$ cat src/source/img_pkg.sv
package img_pkg;

    //////////////////////////////
    // frame geometry
    //////////////////////////////

    localparam int IMG_W = 8;
    localparam int IMG_H = 6;

    // one pixel of zeros on every side
    localparam int PAD_W = IMG_W + 2;
    localparam int PAD_H = IMG_H + 2;

    localparam int FB_DEPTH = PAD_W * PAD_H;

    // at or above this a pixel counts as foreground
    localparam int THRESHOLD = 140;

    //////////////////////////////
    // types
    //////////////////////////////

    typedef logic [7:0] pixel_t;
    typedef logic [6:0] fb_addr_t;

    // enough for IMG_W * IMG_H interior pixels
    typedef logic [5:0] pix_cnt_t;

endpackage

$ cat src/source/ctrl_pkg.sv
package ctrl_pkg;

    //////////////////////////////
    // output flow control
    //////////////////////////////

    // words that may be in flight towards the sink
    localparam int CREDITS = 4;

    typedef logic [2:0] credit_t;

    //////////////////////////////
    // controller FSM
    //////////////////////////////

    typedef enum logic [1:0] {
        LOAD,
        ERODE,
        FLUSH
    } ctrl_state_t;

endpackage

$ cat src/source/fb_if.sv
`timescale 1ns/1ps

interface fb_if;

    // write side, owned by the loader
    logic              wr_en;
    img_pkg::fb_addr_t wr_addr;
    img_pkg::pixel_t   wr_data;

    // read side, data one cycle after the address
    img_pkg::fb_addr_t rd_addr;
    img_pkg::pixel_t   rd_data;

    modport writer (
        output wr_en, wr_addr, wr_data
    );

    modport reader (
        output rd_addr,
        input  rd_data
    );

    modport mem (
        input  wr_en, wr_addr, wr_data, rd_addr,
        output rd_data
    );

endinterface

$ cat src/source/bw_loader.sv
`timescale 1ns/1ps

module bw_loader (
    input  logic            clk_i,
    input  logic            rst_i,
    input  logic            load_start_i,
    output logic            load_done_o,
    input  logic            in_valid_i,
    input  img_pkg::pixel_t in_data_i,
    output logic            in_ready_o,
    fb_if.writer            fb
);

    logic              active_q;
    logic [2:0]        prow_q;
    logic [3:0]        pcol_q;
    img_pkg::fb_addr_t addr_q;
    logic              border;
    logic              last;
    logic              adv;

    assign border = (prow_q == 0) || (prow_q == img_pkg::PAD_H - 1) ||
                    (pcol_q == 0) || (pcol_q == img_pkg::PAD_W - 1);
    assign last   = (prow_q == img_pkg::PAD_H - 1) && (pcol_q == img_pkg::PAD_W - 1);

    // border cells never wait for input
    assign in_ready_o = active_q && !border;
    assign adv        = active_q && (border || in_valid_i);

    assign fb.wr_en   = adv;
    assign fb.wr_addr = addr_q;
    assign fb.wr_data = (border || in_data_i < img_pkg::pixel_t'(img_pkg::THRESHOLD)) ?
                        8'd0 : 8'd255;

    always_ff @(posedge clk_i) begin
        if (!rst_i) begin
            active_q    <= 1'b0;
            load_done_o <= 1'b0;
            prow_q      <= '0;
            pcol_q      <= '0;
            addr_q      <= '0;
        end else begin
            load_done_o <= adv && last;
            if (load_start_i) begin
                active_q <= 1'b1;
                prow_q   <= '0;
                pcol_q   <= '0;
                addr_q   <= '0;
            end else if (adv) begin
                addr_q <= addr_q + 1'b1;
                if (pcol_q == img_pkg::PAD_W - 1) begin
                    pcol_q <= '0;
                    prow_q <= prow_q + 1'b1;
                end else begin
                    pcol_q <= pcol_q + 1'b1;
                end
                if (last) begin
                    active_q <= 1'b0;
                end
            end
        end
    end

    // raster scan ends exactly on the last padded cell
    a_last_addr: assert property (@(posedge clk_i) disable iff (!rst_i)
        adv && last |-> fb.wr_addr == img_pkg::FB_DEPTH - 1);

endmodule

$ cat src/source/frame_buffer.sv
`timescale 1ns/1ps

module frame_buffer (
    input logic clk_i,
    fb_if.mem   fb
);

    //////////////////////////////
    // padded pixel store
    //////////////////////////////

    img_pkg::pixel_t mem_q [img_pkg::FB_DEPTH];

    always_ff @(posedge clk_i) begin
        if (fb.wr_en) begin
            mem_q[fb.wr_addr] <= fb.wr_data;
        end
    end

    // registered read, one cycle after the address
    always_ff @(posedge clk_i) begin
        fb.rd_data <= mem_q[fb.rd_addr];
    end

    //////////////////////////////
    // checks
    //////////////////////////////

    a_wr_range: assert property (@(posedge clk_i)
        fb.wr_en |-> fb.wr_addr < img_pkg::FB_DEPTH);

endmodule

$ cat src/source/boundary_kernel.sv
`timescale 1ns/1ps

module boundary_kernel (
    input  logic              clk_i,
    input  logic              rst_i,
    input  logic              kern_start_i,
    input  img_pkg::fb_addr_t center_addr_i,
    output logic              kern_done_o,
    fb_if.reader              fb,
    output logic              pix_valid_o,
    output img_pkg::pixel_t   pix_data_o,
    input  logic              pix_ready_i
);

    logic              busy_q;
    logic [3:0]        step_q;
    logic [1:0]        col_q;
    logic              pix_valid_q;
    img_pkg::fb_addr_t addr_q;
    img_pkg::pixel_t   min_q;
    img_pkg::pixel_t   center_q;

    assign fb.rd_addr  = addr_q;
    assign pix_valid_o = pix_valid_q;

    // centre is in the minimum, so this never wraps
    assign pix_data_o  = center_q - min_q;
    assign kern_done_o = pix_valid_q && pix_ready_i;

    //////////////////////////////
    // tap sequencing
    //////////////////////////////

    // step 0..8 issues taps, step 1..9 captures them
    always_ff @(posedge clk_i) begin
        if (!rst_i) begin
            busy_q      <= 1'b0;
            step_q      <= '0;
            col_q       <= '0;
            pix_valid_q <= 1'b0;
        end else begin
            if (kern_start_i) begin
                busy_q <= 1'b1;
                step_q <= '0;
                col_q  <= '0;
            end else if (busy_q) begin
                step_q <= step_q + 1'b1;
                col_q  <= (col_q == 2'd2) ? 2'd0 : col_q + 1'b1;
                if (step_q == 4'd9) begin
                    busy_q      <= 1'b0;
                    pix_valid_q <= 1'b1;
                end
            end
            if (kern_done_o) begin
                pix_valid_q <= 1'b0;
            end
        end
    end

    //////////////////////////////
    // window datapath
    //////////////////////////////

    always_ff @(posedge clk_i) begin
        if (kern_start_i) begin
            addr_q <= center_addr_i - img_pkg::fb_addr_t'(img_pkg::PAD_W + 1);
            min_q  <= '1;
        end else if (busy_q) begin
            // wrap to the next window row after the third column
            if (step_q < 4'd8) begin
                addr_q <= (col_q == 2'd2) ?
                          addr_q + img_pkg::fb_addr_t'(img_pkg::PAD_W - 2) :
                          addr_q + 1'b1;
            end
            if (step_q != 4'd0) begin
                if (fb.rd_data < min_q) begin
                    min_q <= fb.rd_data;
                end
                if (step_q == 4'd5) begin
                    center_q <= fb.rd_data;
                end
            end
        end
    end

    a_hold_valid: assert property (@(posedge clk_i) disable iff (!rst_i)
        pix_valid_o && !pix_ready_i |=> pix_valid_o && $stable(pix_data_o));

endmodule

$ cat src/source/credit_tx.sv
`timescale 1ns/1ps

module credit_tx (
    input  logic            clk_i,
    input  logic            rst_i,
    input  logic            pix_valid_i,
    input  img_pkg::pixel_t pix_data_i,
    output logic            pix_ready_o,
    output logic            out_valid_o,
    output img_pkg::pixel_t out_data_o,
    input  logic            credit_i,
    output logic            empty_o
);

    logic              full_q;
    img_pkg::pixel_t   data_q;
    ctrl_pkg::credit_t credit_q;

    assign pix_ready_o = !full_q;
    assign empty_o     = !full_q;
    assign out_valid_o = full_q && (credit_q != '0);
    assign out_data_o  = data_q;

    // one word holding register
    always_ff @(posedge clk_i) begin
        if (!rst_i) begin
            full_q <= 1'b0;
        end else if (pix_valid_i && pix_ready_o) begin
            full_q <= 1'b1;
        end else if (out_valid_o) begin
            full_q <= 1'b0;
        end
    end

    always_ff @(posedge clk_i) begin
        if (pix_valid_i && pix_ready_o) begin
            data_q <= pix_data_i;
        end
    end

    // credits in from the sink, out with each word
    always_ff @(posedge clk_i) begin
        if (!rst_i) begin
            credit_q <= ctrl_pkg::credit_t'(ctrl_pkg::CREDITS);
        end else begin
            case ({credit_i, out_valid_o})
                2'b10:   credit_q <= credit_q + 1'b1;
                2'b01:   credit_q <= credit_q - 1'b1;
                default: credit_q <= credit_q;
            endcase
        end
    end

    a_credit_max: assert property (@(posedge clk_i) disable iff (!rst_i)
        credit_q <= ctrl_pkg::CREDITS);

    a_no_credit: assert property (@(posedge clk_i) disable iff (!rst_i)
        credit_q == '0 && !credit_i |=> !out_valid_o);

endmodule

$ cat src/source/boundary_ctrl.sv
`timescale 1ns/1ps

module boundary_ctrl (
    input  logic              clk_i,
    input  logic              rst_i,
    output logic              load_start_o,
    input  logic              load_done_i,
    output logic              kern_start_o,
    output img_pkg::fb_addr_t center_addr_o,
    input  logic              kern_done_i,
    input  logic              tx_empty_i,
    output logic              frame_done_o
);

    ctrl_pkg::ctrl_state_t state_q;
    logic                  load_pend_q;
    logic [2:0]            row_q;
    logic [2:0]            col_q;
    img_pkg::pix_cnt_t     pix_cnt_q;

    // interior position shifted past the zero border
    assign center_addr_o = img_pkg::fb_addr_t'((row_q + 1) * img_pkg::PAD_W + col_q + 1);

    always_ff @(posedge clk_i) begin
        if (!rst_i) begin
            state_q      <= ctrl_pkg::LOAD;
            load_pend_q  <= 1'b1;
            load_start_o <= 1'b0;
            kern_start_o <= 1'b0;
            frame_done_o <= 1'b0;
            row_q        <= '0;
            col_q        <= '0;
            pix_cnt_q    <= '0;
        end else begin
            load_start_o <= 1'b0;
            kern_start_o <= 1'b0;
            frame_done_o <= 1'b0;
            case (state_q)
                ctrl_pkg::LOAD: begin
                    if (load_pend_q) begin
                        load_start_o <= 1'b1;
                        load_pend_q  <= 1'b0;
                    end
                    if (load_done_i) begin
                        state_q      <= ctrl_pkg::ERODE;
                        kern_start_o <= 1'b1;
                        row_q        <= '0;
                        col_q        <= '0;
                        pix_cnt_q    <= '0;
                    end
                end
                ctrl_pkg::ERODE: begin
                    if (kern_done_i) begin
                        if (pix_cnt_q == img_pkg::IMG_W * img_pkg::IMG_H - 1) begin
                            state_q <= ctrl_pkg::FLUSH;
                        end else begin
                            pix_cnt_q    <= pix_cnt_q + 1'b1;
                            kern_start_o <= 1'b1;
                            if (col_q == img_pkg::IMG_W - 1) begin
                                col_q <= '0;
                                row_q <= row_q + 1'b1;
                            end else begin
                                col_q <= col_q + 1'b1;
                            end
                        end
                    end
                end
                // last word still in the transmitter
                ctrl_pkg::FLUSH: begin
                    if (tx_empty_i) begin
                        state_q      <= ctrl_pkg::LOAD;
                        frame_done_o <= 1'b1;
                        load_pend_q  <= 1'b1;
                    end
                end
                default: state_q <= ctrl_pkg::LOAD;
            endcase
        end
    end

    a_start_erode: assert property (@(posedge clk_i) disable iff (!rst_i)
        kern_start_o |-> state_q == ctrl_pkg::ERODE);

endmodule

$ cat src/source/boundary_top.sv
`timescale 1ns/1ps

module boundary_top (
    input  logic            clk_i,
    input  logic            rst_i,
    input  logic            in_valid_i,
    input  img_pkg::pixel_t in_data_i,
    output logic            in_ready_o,
    output logic            out_valid_o,
    output img_pkg::pixel_t out_data_o,
    input  logic            credit_i,
    output logic            frame_done_o
);

    logic              load_start;
    logic              load_done;
    logic              kern_start;
    logic              kern_done;
    img_pkg::fb_addr_t center_addr;
    logic              pix_valid;
    img_pkg::pixel_t   pix_data;
    logic              pix_ready;
    logic              tx_empty;

    fb_if fb ();

    bw_loader i_loader (
        .clk_i        (clk_i),
        .rst_i        (rst_i),
        .load_start_i (load_start),
        .load_done_o  (load_done),
        .in_valid_i   (in_valid_i),
        .in_data_i    (in_data_i),
        .in_ready_o   (in_ready_o),
        .fb           (fb.writer)
    );

    frame_buffer i_fb (
        .clk_i (clk_i),
        .fb    (fb.mem)
    );

    boundary_kernel i_kernel (
        .clk_i         (clk_i),
        .rst_i         (rst_i),
        .kern_start_i  (kern_start),
        .center_addr_i (center_addr),
        .kern_done_o   (kern_done),
        .fb            (fb.reader),
        .pix_valid_o   (pix_valid),
        .pix_data_o    (pix_data),
        .pix_ready_i   (pix_ready)
    );

    credit_tx i_tx (
        .clk_i       (clk_i),
        .rst_i       (rst_i),
        .pix_valid_i (pix_valid),
        .pix_data_i  (pix_data),
        .pix_ready_o (pix_ready),
        .out_valid_o (out_valid_o),
        .out_data_o  (out_data_o),
        .credit_i    (credit_i),
        .empty_o     (tx_empty)
    );

    boundary_ctrl i_ctrl (
        .clk_i         (clk_i),
        .rst_i         (rst_i),
        .load_start_o  (load_start),
        .load_done_i   (load_done),
        .kern_start_o  (kern_start),
        .center_addr_o (center_addr),
        .kern_done_i   (kern_done),
        .tx_empty_i    (tx_empty),
        .frame_done_o  (frame_done_o)
    );

endmodule

$ cat config.mk
export PLATFORM = sky130hd
export DESIGN_NAME = boundary_top
export DESIGN_NICKNAME = d
export VERILOG_FILES = /design/src/source/img_pkg.sv /design/src/source/ctrl_pkg.sv /design/src/source/fb_if.sv /design/src/source/bw_loader.sv /design/src/source/frame_buffer.sv /design/src/source/boundary_kernel.sv /design/src/source/credit_tx.sv /design/src/source/boundary_ctrl.sv /design/src/source/boundary_top.sv
export SDC_FILE = /design/constraint.sdc
export NUM_CORES = 1
export LEC_CHECK = 0
export ABC_AREA = 1
export BUFFER_PORTS_ARGS = -buffer_cell sky130_fd_sc_hd__buf_2
export CAP_MARGIN = 5
export CORE_MARGIN = 5
export CORE_UTILIZATION = 56
export DETAILED_ROUTE_END_ITERATION = 8
export MAX_ROUTING_LAYER = met4
export PLACE_DENSITY_LB_ADDON = 0.3
export SLEW_MARGIN = 20
export SYNTH_ARGS = -nofsm -noshare
export SYNTH_HDL_FRONTEND = slang
export SYNTH_SLANG_ARGS = --single-unit
$ cat constraint.sdc
create_clock -name clk_i -period 5.45 [get_ports clk_i]
set_clock_uncertainty 0.05 [all_clocks]
set_input_delay 0.2725 -clock clk_i [delete_from_list [all_inputs] [get_ports clk_i]]
set_output_delay 0.2725 -clock clk_i [all_outputs]
set_load 0.03 [all_outputs]
Word level (Yosys, flattened, before mapping). Memories as Yosys holds them, arrays and structs flattened. A register that Yosys moved wholly into a read port is not among the register bits. Cells that the tools add are included.

Flip-flop bits (word level): 77. Memory bits (writable): 640. Input bits: 12. Memories: 1.

Add/subtract/negate cells: 17. Multipliers: 1. Order comparisons: 3. Equal/unequal tests: 17. Muxes and demuxes: 44. Bitwise gates (word level): 2. Reductions and logical operators: 41.

Memories: i_fb.mem_q (words 80, width 8, rd ports 1, clocked after memory_dff 1, write ports 1, line frame_buffer.sv:12) `img_pkg::pixel_t mem_q [img_pkg::FB_DEPTH];`.

Operators by type and width (number): $mul A32 B3 Y6 const B (1); $mux W7 (4); $add A7 B1 Y7 const B (3); $mux W3 (7); $mux W6 (3); $pmux W3 S2 (3); $mux W1 (16); $reduce_bool A2 Y1 (8); $add A3 B1 Y3 const B (4); $pmux W6 S2 (1); $reduce_and A2 Y1 (6); $reduce_and A4 Y1 (3); $mux W2 (5); $add A4 B1 Y4 const B (2); $eq A4 B4 Y1 const B (2); $lt A8 B8 Y1 (1); $lt A8 B8 Y1 const B (1); $mux W8 (1); $sub A8 B8 Y8 (1); $add A7 B3 Y7 (1); $add A7 B4 Y7 const B (1); $sub A7 B4 Y7 const B (1); $add A6 B1 Y6 const B (1); $eq A2 B2 Y1 const B (3); 25 further kinds (46).

Longest topological paths before layout. Gate-level depths: netlist of the first run.

Depth after elaboration: 8. Mapped depth: 14. Depth with buffers taken out: 13.

By module. From an unflattened synthesis of the first run, not the netlist that was laid out.

Cells, all modules: 2777. Area, all modules: 31113.6 µm².

By module, submodules not included: frame_buffer (instances 1, cells an instance 2188, area each 26410.3 µm², seq. area each 19378.6 µm²); boundary_kernel (instances 1, cells an instance 238, area each 1988.2 µm², seq. area each 770.7 µm²); boundary_ctrl (instances 1, cells an instance 173, area each 1224.9 µm², seq. area each 360.3 µm²); bw_loader (instances 1, cells an instance 140, area each 1009.7 µm², seq. area each 320.3 µm²); credit_tx (instances 1, cells an instance 38, area each 480.5 µm², seq. area each 320.3 µm²).

Least setup slack after synthesis of the first run. Ideal clock, no wire load.

Kind: reg2reg. Start: register i_loader.prow_q[0]. End: memory i_fb.mem_q[0][6] (netlist name) (data pin). Library setup time: 0.836 ns. Data arrival time: 4.228 ns. Required time: 4.564 ns. Setup slack: 0.336 ns. Stages on the path, launching flop included: 6. Buffers on the path: 0. Clock period less this slack: 5.114 ns. Path through: dfxtp_1 -> inv_1 -> ha_1 -> o21ai_0 -> nand3_1 -> nor3b_1.

Word-level cells in the longest chain between the ends: 6.

RTL lines: start, declared (line bw_loader.sv:15) `logic [2:0] prow_q;`; start signal, assigned (line bw_loader.sv:53) `prow_q <= prow_q + 1'b1;`; $eq A3 B3 Y1 / $logic_not A3 Y1 (equally long branches) (line bw_loader.sv:22) `assign border = (prow_q == 0) || (prow_q == img_pkg::PAD_H - 1) ||`; $logic_or A1 B1 Y1 (*) (2 in series) (line bw_loader.sv:22); $logic_or A1 B1 Y1 (*) (line bw_loader.sv:23) `(pcol_q == 0) || (pcol_q == img_pkg::PAD_W - 1);`; $logic_or A1 B1 Y1 (*) (line bw_loader.sv:32) `assign fb.wr_data = (border || in_data_i < img_pkg::pixel_t'(img_pkg::THRESHOLD)) ?`; $mux W8 (*) (line bw_loader.sv:32); end, declared (line frame_buffer.sv:12).

Mark *: on every way between the ends. The rest lies on a longest branch, timed or not.

Final worst setup path of the first run.
Start: register i_ctrl.row_q[0]. End: register i_kernel.addr_q[6], in the netlist i_kernel.fb.rd_addr[6] (data pin).

Word-level cells in the longest chain between the ends: 6.

RTL lines: start, declared (line boundary_ctrl.sv:17) `logic [2:0] row_q;`; start signal, assigned (line boundary_ctrl.sv:61) `row_q <= row_q + 1'b1;`; $add A3 B1 Y4 (line boundary_ctrl.sv:22) `assign center_addr_o = img_pkg::fb_addr_t'((row_q + 1) * img_pkg::PAD_W + col_q + 1);`; $mul A32 B3 Y6 (line boundary_ctrl.sv:22); $add A7 B3 Y7 (line boundary_ctrl.sv:22); $add A7 B1 Y7 (line boundary_ctrl.sv:22); $sub A7 B4 Y7 (line boundary_kernel.sv:66) `addr_q <= center_addr_i - img_pkg::fb_addr_t'(img_pkg::PAD_W + 1);`; $mux W7 (line boundary_kernel.sv:65) `if (kern_start_i) begin`; end signal, assigned (line boundary_kernel.sv:66); end signal, assigned (line boundary_kernel.sv:71) `addr_q <= (col_q == 2'd2) ?`; end, declared (line boundary_kernel.sv:19) `img_pkg::fb_addr_t addr_q;`.

No other way between the ends. A chain may end at the register's enable or synchronous reset.

==> out/qor.yml, run 1 <==
synthesis:
  synthArstFlopShare_pct: 0
  synth_seq_cells: 138
  netlist_area_mm2: 0.00695
  synth_edf_count: 90
  synth_fp_nets: 827
  synth.distinct_cells: 48
  synth_cells: 790
  seq_area_frac_synth_pct: 52.7
  avgSynthCellArea_um2: 8.80
  synthFlopType: "edfxtp_1"
  synth_warnings: 0
power_and_ir_drop:
  p_sw_share_pct: 23.2
  combinationalPowerShare_pct: 8.1
  p_seq_share_pct: 48.1
  peakVddDrop_v: 0.000198
  power_density_mw_per_mm2: 311
  p_switching_w: 0.000552
  cellLeakagePower_nw: 3.06
  intPower_w: 0.00183
  pwr-share-clk_pct: 43.8
sta:
  final-max-slew-violation-count: 0
  setup_slack_ns: 2.44
  rsz0062_at_grt: "no"
  setup-tns-final_ns: 0
  max_freq_mhz: 333
  fin_crit_ns: 3.01
  fin_crit_sh_pct: 55.1
  max_slew_margin_pct: 52.6
  setup_violations: 0
  worst_slew_pin_slew_ns: 0.709
  hold_viol: 0
drt:
  wl_met1_mm: 6.33
  wl_mm: 14.5
  top_layer_used: "met4"
  post_drt_via_cell_ratio: 5.41
  met2_wirelength_mm: 6.95
  vias: 5322
  drc_errors: 0
  drt-pass1-iter-count: 5
  drtIter0Drc: 464
  detail_route.wl_per_cell_um: 14.7
  ant_nets: 0
  wl_met3_um: 897
placement:
  dp_slack_ns: 2.46
  portBuffers: 20
  place.gp.congestion: 0.847
  hpwl_mm: 9.32
cells_and_area:
  final_common_cell: "nor2_1"
  drive_gt1_share_pct: 11.3
  syn_to_final_growth_pct: 9.92
  nets: 840
  final_cell_mix: "nor2_1 (146), nand2_1 (141), edfxtp_1 (90)"
  diodes: 0
setup_path:
  cp_common_cell: "inv_1"
  r2r_slack_ns: 2.44
  path_class: "flip-flop to flip-flop"
  worstPathRequired_ns: 5.57
  crit_path_cell_trace: "inv_1, nor3_1, xor2_1, inv_1, ha_1, fa_1, inv_1, ha_1, a21oi_1, xor2_1, or2_2, nand3_1, nand2_1"
  cp_data_arrival_time_ns: 3.13
  crit_buf_inv: 3
  max_stage_delay_ns: 0.51
  critical-path-slowest-cell: "fa_1"
  crit_family: "adder cells"
  cp_max_fo: 4
  endpoint_kind: "flip-flop"
  start_kind: "flip-flop"
clocking:
  ctsHoldBuffers: 0
  root_buffer: "clkbuf_16"
  ctsLongestPathBuffers: 2
  cts_resized: 0
  cts_max_level: 4
  cts_tree: "built"
  numCtsBuffers: 17
  insertion_delay_ns: 0.42
  post-cts-setup-buffers: 0
  clk_pin_slew_ns: 0.06
  clock_sinks: 138
floorplan:
  die-height_um: 121
  dieArea_mm2: 0.0147
  die_w_um: 121
  ios: 23
  start_util_pct: 57.4
  rows: 40
  coreArea_mm2: 0.0121
grt:
  grt_usage_pct: 21.6
  overflow: 0
  grt_max_degree: 81
  grt_pass1_vias: 5215
  antenna_found_initial: 0
  grt_pass1_wl_mm: 24.4
hold_path:
  hold_path.class: "primary input to flip-flop"
status:
  status: "finished clean"
flow_run:
  cap_violations: 0
[cell usage after synthesis (7+ instances only)]
library cell | n | area share (%)
a21oi_1 | 38 | 2.7
edfxtp_1 | 90 | 39
inv_1 | 86 | 4.6
inv_2 | 7 | 0.38
nor3_1 | 7 | 0.50
ha_1 | 22 | 4.0
nand3_1 | 53 | 3.8
buf_2 | 9 | 0.65
o21ai_0 | 45 | 3.2
buf_4 | 11 | 1.2
nand2_1 | 141 | 7.6
dfxtp_1 | 48 | 14
nand2_2 | 8 | 0.72
nor2_1 | 146 | 7.9
[area by class of cell]
| cell class | count | area [µm²] |
|---|---|---|
| clock inverter | 4 | 20.0 |
| clock buffer | 28 | 517 |
| multi-input combinational | 525 | 2730 |
| inverter | 98 | 375 |
| timing repair buffer | 23 | 123 |
| fill | 1020 | 4470 |
| tap | 168 | 210 |
| sequential | 138 | 3660 |
[path summary, 6_finish.rpt]
| check | endpoint | startpoint | cells after the start |
|---|---|---|---|
| hold reg to reg | i_kernel.center_q[6]$_DFFE_PP_ | i_fb.fb.rd_data[6]$_DFF_P_ | 0 |
| hold / removal | i_ctrl.load_pend_q$_SDFFE_PN1P_ | rst_i | 2 |
| setup / recovery | i_kernel.fb.rd_addr[6]$_DFFE_PP_ | i_ctrl.row_q[0]$_SDFFE_PN0P_ | 13 |
| setup reg to reg | i_kernel.fb.rd_addr[6]$_DFFE_PP_ | i_ctrl.row_q[0]$_SDFFE_PN0P_ | 13 |
[flip-flops by register name (all words and copies together), names as in the netlist, 2 cells and up]
register / count
i_ctrl.state_q: 2
i_ctrl.pix_cnt_q: 6
i_kernel.step_q: 4
i_kernel.col_q: 2
i_ctrl.col_q: 3
i_loader.pcol_q: 4
i_tx.out_data_o: 2
i_fb.mem_q: 80
i_ctrl.row_q: 3
i_kernel.fb.rd_addr: 7
i_tx.credit_q: 3
i_loader.prow_q: 3
i_loader.fb.wr_addr: 7
[stage by stage]
stage	power, W	cell area, µm²	std cells	hold WS [ns]	util, %
global route	0.00247	7640	984	0.146	63.1
finish	0.00238	7640	984	0.144	63.1
detailed placement	0.00136	7110	952	0.389	58.7
global placement	0.00135	7110	952	0.379	58.7
CTS	0.00239	7640	984	0.130	63.1
floorplan	0.00131	6950	790	0.353	-
[routing by layer]
layer,up-vias,global-route usage (%)
li1,2620,-
met1,2507,26.3
met2,166,35.4
met3,29,5.36
met4,0,7.21
met5,-,-
[cell families (layout without fill, tap and decap cells)]
| kind of cell | after synthesis | count (layout) | share of synthesized area, % |
|---|---|---|---|
| compound gates | 105 | 105 | 8.17 |
| xor+xnor | 7 | 7 | 0.882 |
| flops | 138 | 138 | 52.7 |
| buf+inv | 127 | 153 | 8.06 |
| simple gates | 388 | 388 | 25.4 |
| fa+ha+maj | 25 | 25 | 4.82 |
[power groups by stage]
| stage | Clock, W | Sequential, W | Combinational [W] |
|---|---|---|---|
| global route | 0.00110 | 0.00115 | 0.000222 |
| finish | 0.00104 | 0.00115 | 0.000193 |
| detailed placement | 0 | 0.00117 | 0.000190 |
| CTS | 0.00105 | 0.00114 | 0.000193 |
| global placement | 0 | 0.00117 | 0.000183 |
| floorplan | 0 | 0.00116 | 0.000155 |
[worst register-to-register path: stages (launching register included)]
cell     delay (ns)
dfxtp_1        0.38
inv_1          0.10
nor3_1         0.30
xor2_1         0.18
inv_1          0.06
ha_1           0.20
fa_1           0.51
inv_1          0.07
ha_1           0.21
a21oi_1        0.20
xor2_1         0.11
or2_2          0.28
nand3_1        0.07
nand2_1        0.05
(Power assumes the default switching activity.)
==> inputs of run 2 (changes only) <==
--- a/config.mk
+++ b/config.mk
@@ -9,7 +9,7 @@
 export BUFFER_PORTS_ARGS = -buffer_cell sky130_fd_sc_hd__buf_2
 export CAP_MARGIN = 5
 export CORE_MARGIN = 5
-export CORE_UTILIZATION = 56
+export CORE_UTILIZATION = 57
 export DETAILED_ROUTE_END_ITERATION = 8
 export MAX_ROUTING_LAYER = met4
 export PLACE_DENSITY_LB_ADDON = 0.3
==> constraint.sdc (replaced) <==
create_clock -name clk_i -period 3.1 [get_ports clk_i]
set_clock_uncertainty 0.05 [all_clocks]
set_input_delay 0.155 -clock clk_i [delete_from_list [all_inputs] [get_ports clk_i]]
set_output_delay 0.155 -clock clk_i [all_outputs]
set_load 0.03 [all_outputs]
==> out/qor.yml, run 2 (same netlist as run 1, synthesis figures left out) <==
status:
  status: "finished clean"
sta:
  setup-tns-final_ns: 0
  hold_viol: 0
  worst_slew_pin_slew_ns: 0.774
  fin_crit_sh_pct: 94.6
  max_freq_mhz: 341
  setup_violations: 0
  fin_crit_ns: 2.93
  rsz0062_at_grt: "no"
  max_slew_margin_pct: 47.1
  final-max-slew-violation-count: 0
flow_run:
  cap_violations: 0
setup_path:
  reg2regPathDepth: 13
  r2r_slack_ns: 0.17
  start_kind: "flip-flop"
  rr_startpoint: "i_ctrl.row_q[0]$_SDFFE_PN0P_"
  path_class: "flip-flop to flip-flop"
  r2r_end: "i_kernel.fb.rd_addr[6]$_DFFE_PP_"
  endpoint_kind: "flip-flop"
  cp_max_fo: 4
  worstPathRequired_ns: 3.23
  cp_data_arrival_time_ns: 3.06
clocking:
  numCtsBuffers: 17
  cts_tree: "built"
  post-cts-setup-buffers: 0
  clk_pin_slew_ns: 0.06
  clock_sinks: 138
  insertion_delay_ns: 0.42
  root_buffer: "clkbuf_16"
  ctsLongestPathBuffers: 2
  cts_max_level: 4
cells_and_area:
  n_fill_cell: 945
  syn_to_final_growth_pct: 10.7
  largest_register_ffs: 80
  final_cell_mix: "nor2_1 (146), nand2_1 (141), edfxtp_1 (90)"
  post-route-util_pct: 64.4
  nets: 842
  regMostFlops: "i_fb.mem_q"
  diodes: 0
  final_common_cell: "nor2_1"
  drive_gt1_share_pct: 12.3
floorplan:
  die-height_um: 120
  coreArea_mm2: 0.0120
  die_w_um: 120
  ios: 23
  rows: 40
  start_util_pct: 58.1
  dieArea_mm2: 0.0145
drt:
  post_drt_via_cell_ratio: 5.58
  drtIter0Drc: 465
  vias: 5382
  drt-pass1-iter-count: 5
  ant_nets: 0
  detail_route.wl_per_cell_um: 15.2
  wl_mm: 14.7
  drc_errors: 0
grt:
  grt_pass1_vias: 5205
  grt_usage_pct: 21.7
  grt_max_degree: 81
  antenna_found_initial: 0
  overflow: 0
  grt_pass1_wl_mm: 24.3
power_and_ir_drop:
  power_density_mw_per_mm2: 562
  cellLeakagePower_nw: 3.10
  peakVddDrop_v: 0.000380
  total_power_w: 0.00433
placement:
  place.gp.congestion: 0.844
  hpwl_mm: 9.42
  portBuffers: 20
hold_path:
  hold_depth: 2
  whs_endpoint: "i_ctrl.load_pend_q$_SDFFE_PN1P_"
  min_from: "rst_i"
  hold_path.class: "primary input to flip-flop"
[run 2: cell count changes in the layout (fill, tap and decap cells not counted), sizes merged]
cell / change
clkbuf: -4
buf: +2
clkinv: +2
inv: +2
[run 2: power by group]
group | internal, W | switching, W | leakage (nW)
registers | 0.00198 | 0.0000386 | 1.21
clock network | 0.00121 | 0.000758 | 0.299
logic | 0.000112 | 0.000226 | 1.59
total | 0.00330 | 0.00102 | 3.10
[run 2: area by class of cell]
type	count	area [µm²]	area share, %
Timing Repair Buffer	25	138	1.79
Multi-Input combinational cell	525	2750	35.7
Clock inverter	8	53.8	0.699
Clock buffer	24	537	6.97
Inverter	98	375	4.87
Tap cell	147	184	2.39
Sequential cell	138	3660	47.6
[run 2: metal layers]
| layer | vias to the layer above | global-route usage (%) | wire length (µm) |
|---|---|---|---|
| met2 | 188 | 35.7 | 7350 |
| met3 | 29 | 5.57 | 985 |
| li1 | 2630 | - | - |
| met1 | 2535 | 26.0 | 6100 |
| met5 | - | - | 0 |
| met4 | 0 | 7.86 | 281 |
[run 2: how the worst max path moves through the flow]
stage,startpoint,end,slack (ns)
after floorplan,i_ctrl.row_q[0]$_SDFFE_PN0P_,i_kernel.fb.rd_addr[6]$_DFFE_PP_,0.33
after global placement,i_ctrl.row_q[0]$_SDFFE_PN0P_,i_kernel.fb.rd_addr[6]$_DFFE_PP_,0.23
after detailed placement,i_ctrl.row_q[0]$_SDFFE_PN0P_,i_kernel.fb.rd_addr[6]$_DFFE_PP_,0.15
after CTS,i_ctrl.row_q[0]$_SDFFE_PN0P_,i_kernel.fb.rd_addr[6]$_DFFE_PP_,0.08
after global routing,i_ctrl.row_q[0]$_SDFFE_PN0P_,i_kernel.fb.rd_addr[6]$_DFFE_PP_,0.01
final,i_ctrl.row_q[0]$_SDFFE_PN0P_,i_kernel.fb.rd_addr[6]$_DFFE_PP_,0.17
[run 2: stage by stage]
stage	std cells	setup slack, ns	instance area, µm²	hold slack, ns
6_report	965	0.168	7700	0.0267
5_1_grt	965	0.0109	7700	0.0327
4_1_cts	965	0.0793	7690	0.0219
3_5_place_dp	933	0.151	7100	0.390
3_3_place_gp	933	0.226	7100	0.381
2_1_floorplan	790	0.329	6960	0.353
[run 2: timing repair]
item / 4_1_cts / 5_1_grt
resized for setup: 0 / 2
endpoints found under the setup margin: 0 / 1
hold buffers: 0 / 0
[run 2: critical path, cell delays in order (launching register included)]
cell and delay, ns:
dfxtp_1 0.34, ha_1 0.35, inv_1 0.10, xor2_1 0.14
inv_1 0.06, ha_1 0.22, fa_1 0.52, inv_1 0.07
ha_1 0.21, a21oi_2 0.15, xor2_1 0.09, or2_2 0.28
nand3_1 0.07, nand2_1 0.05
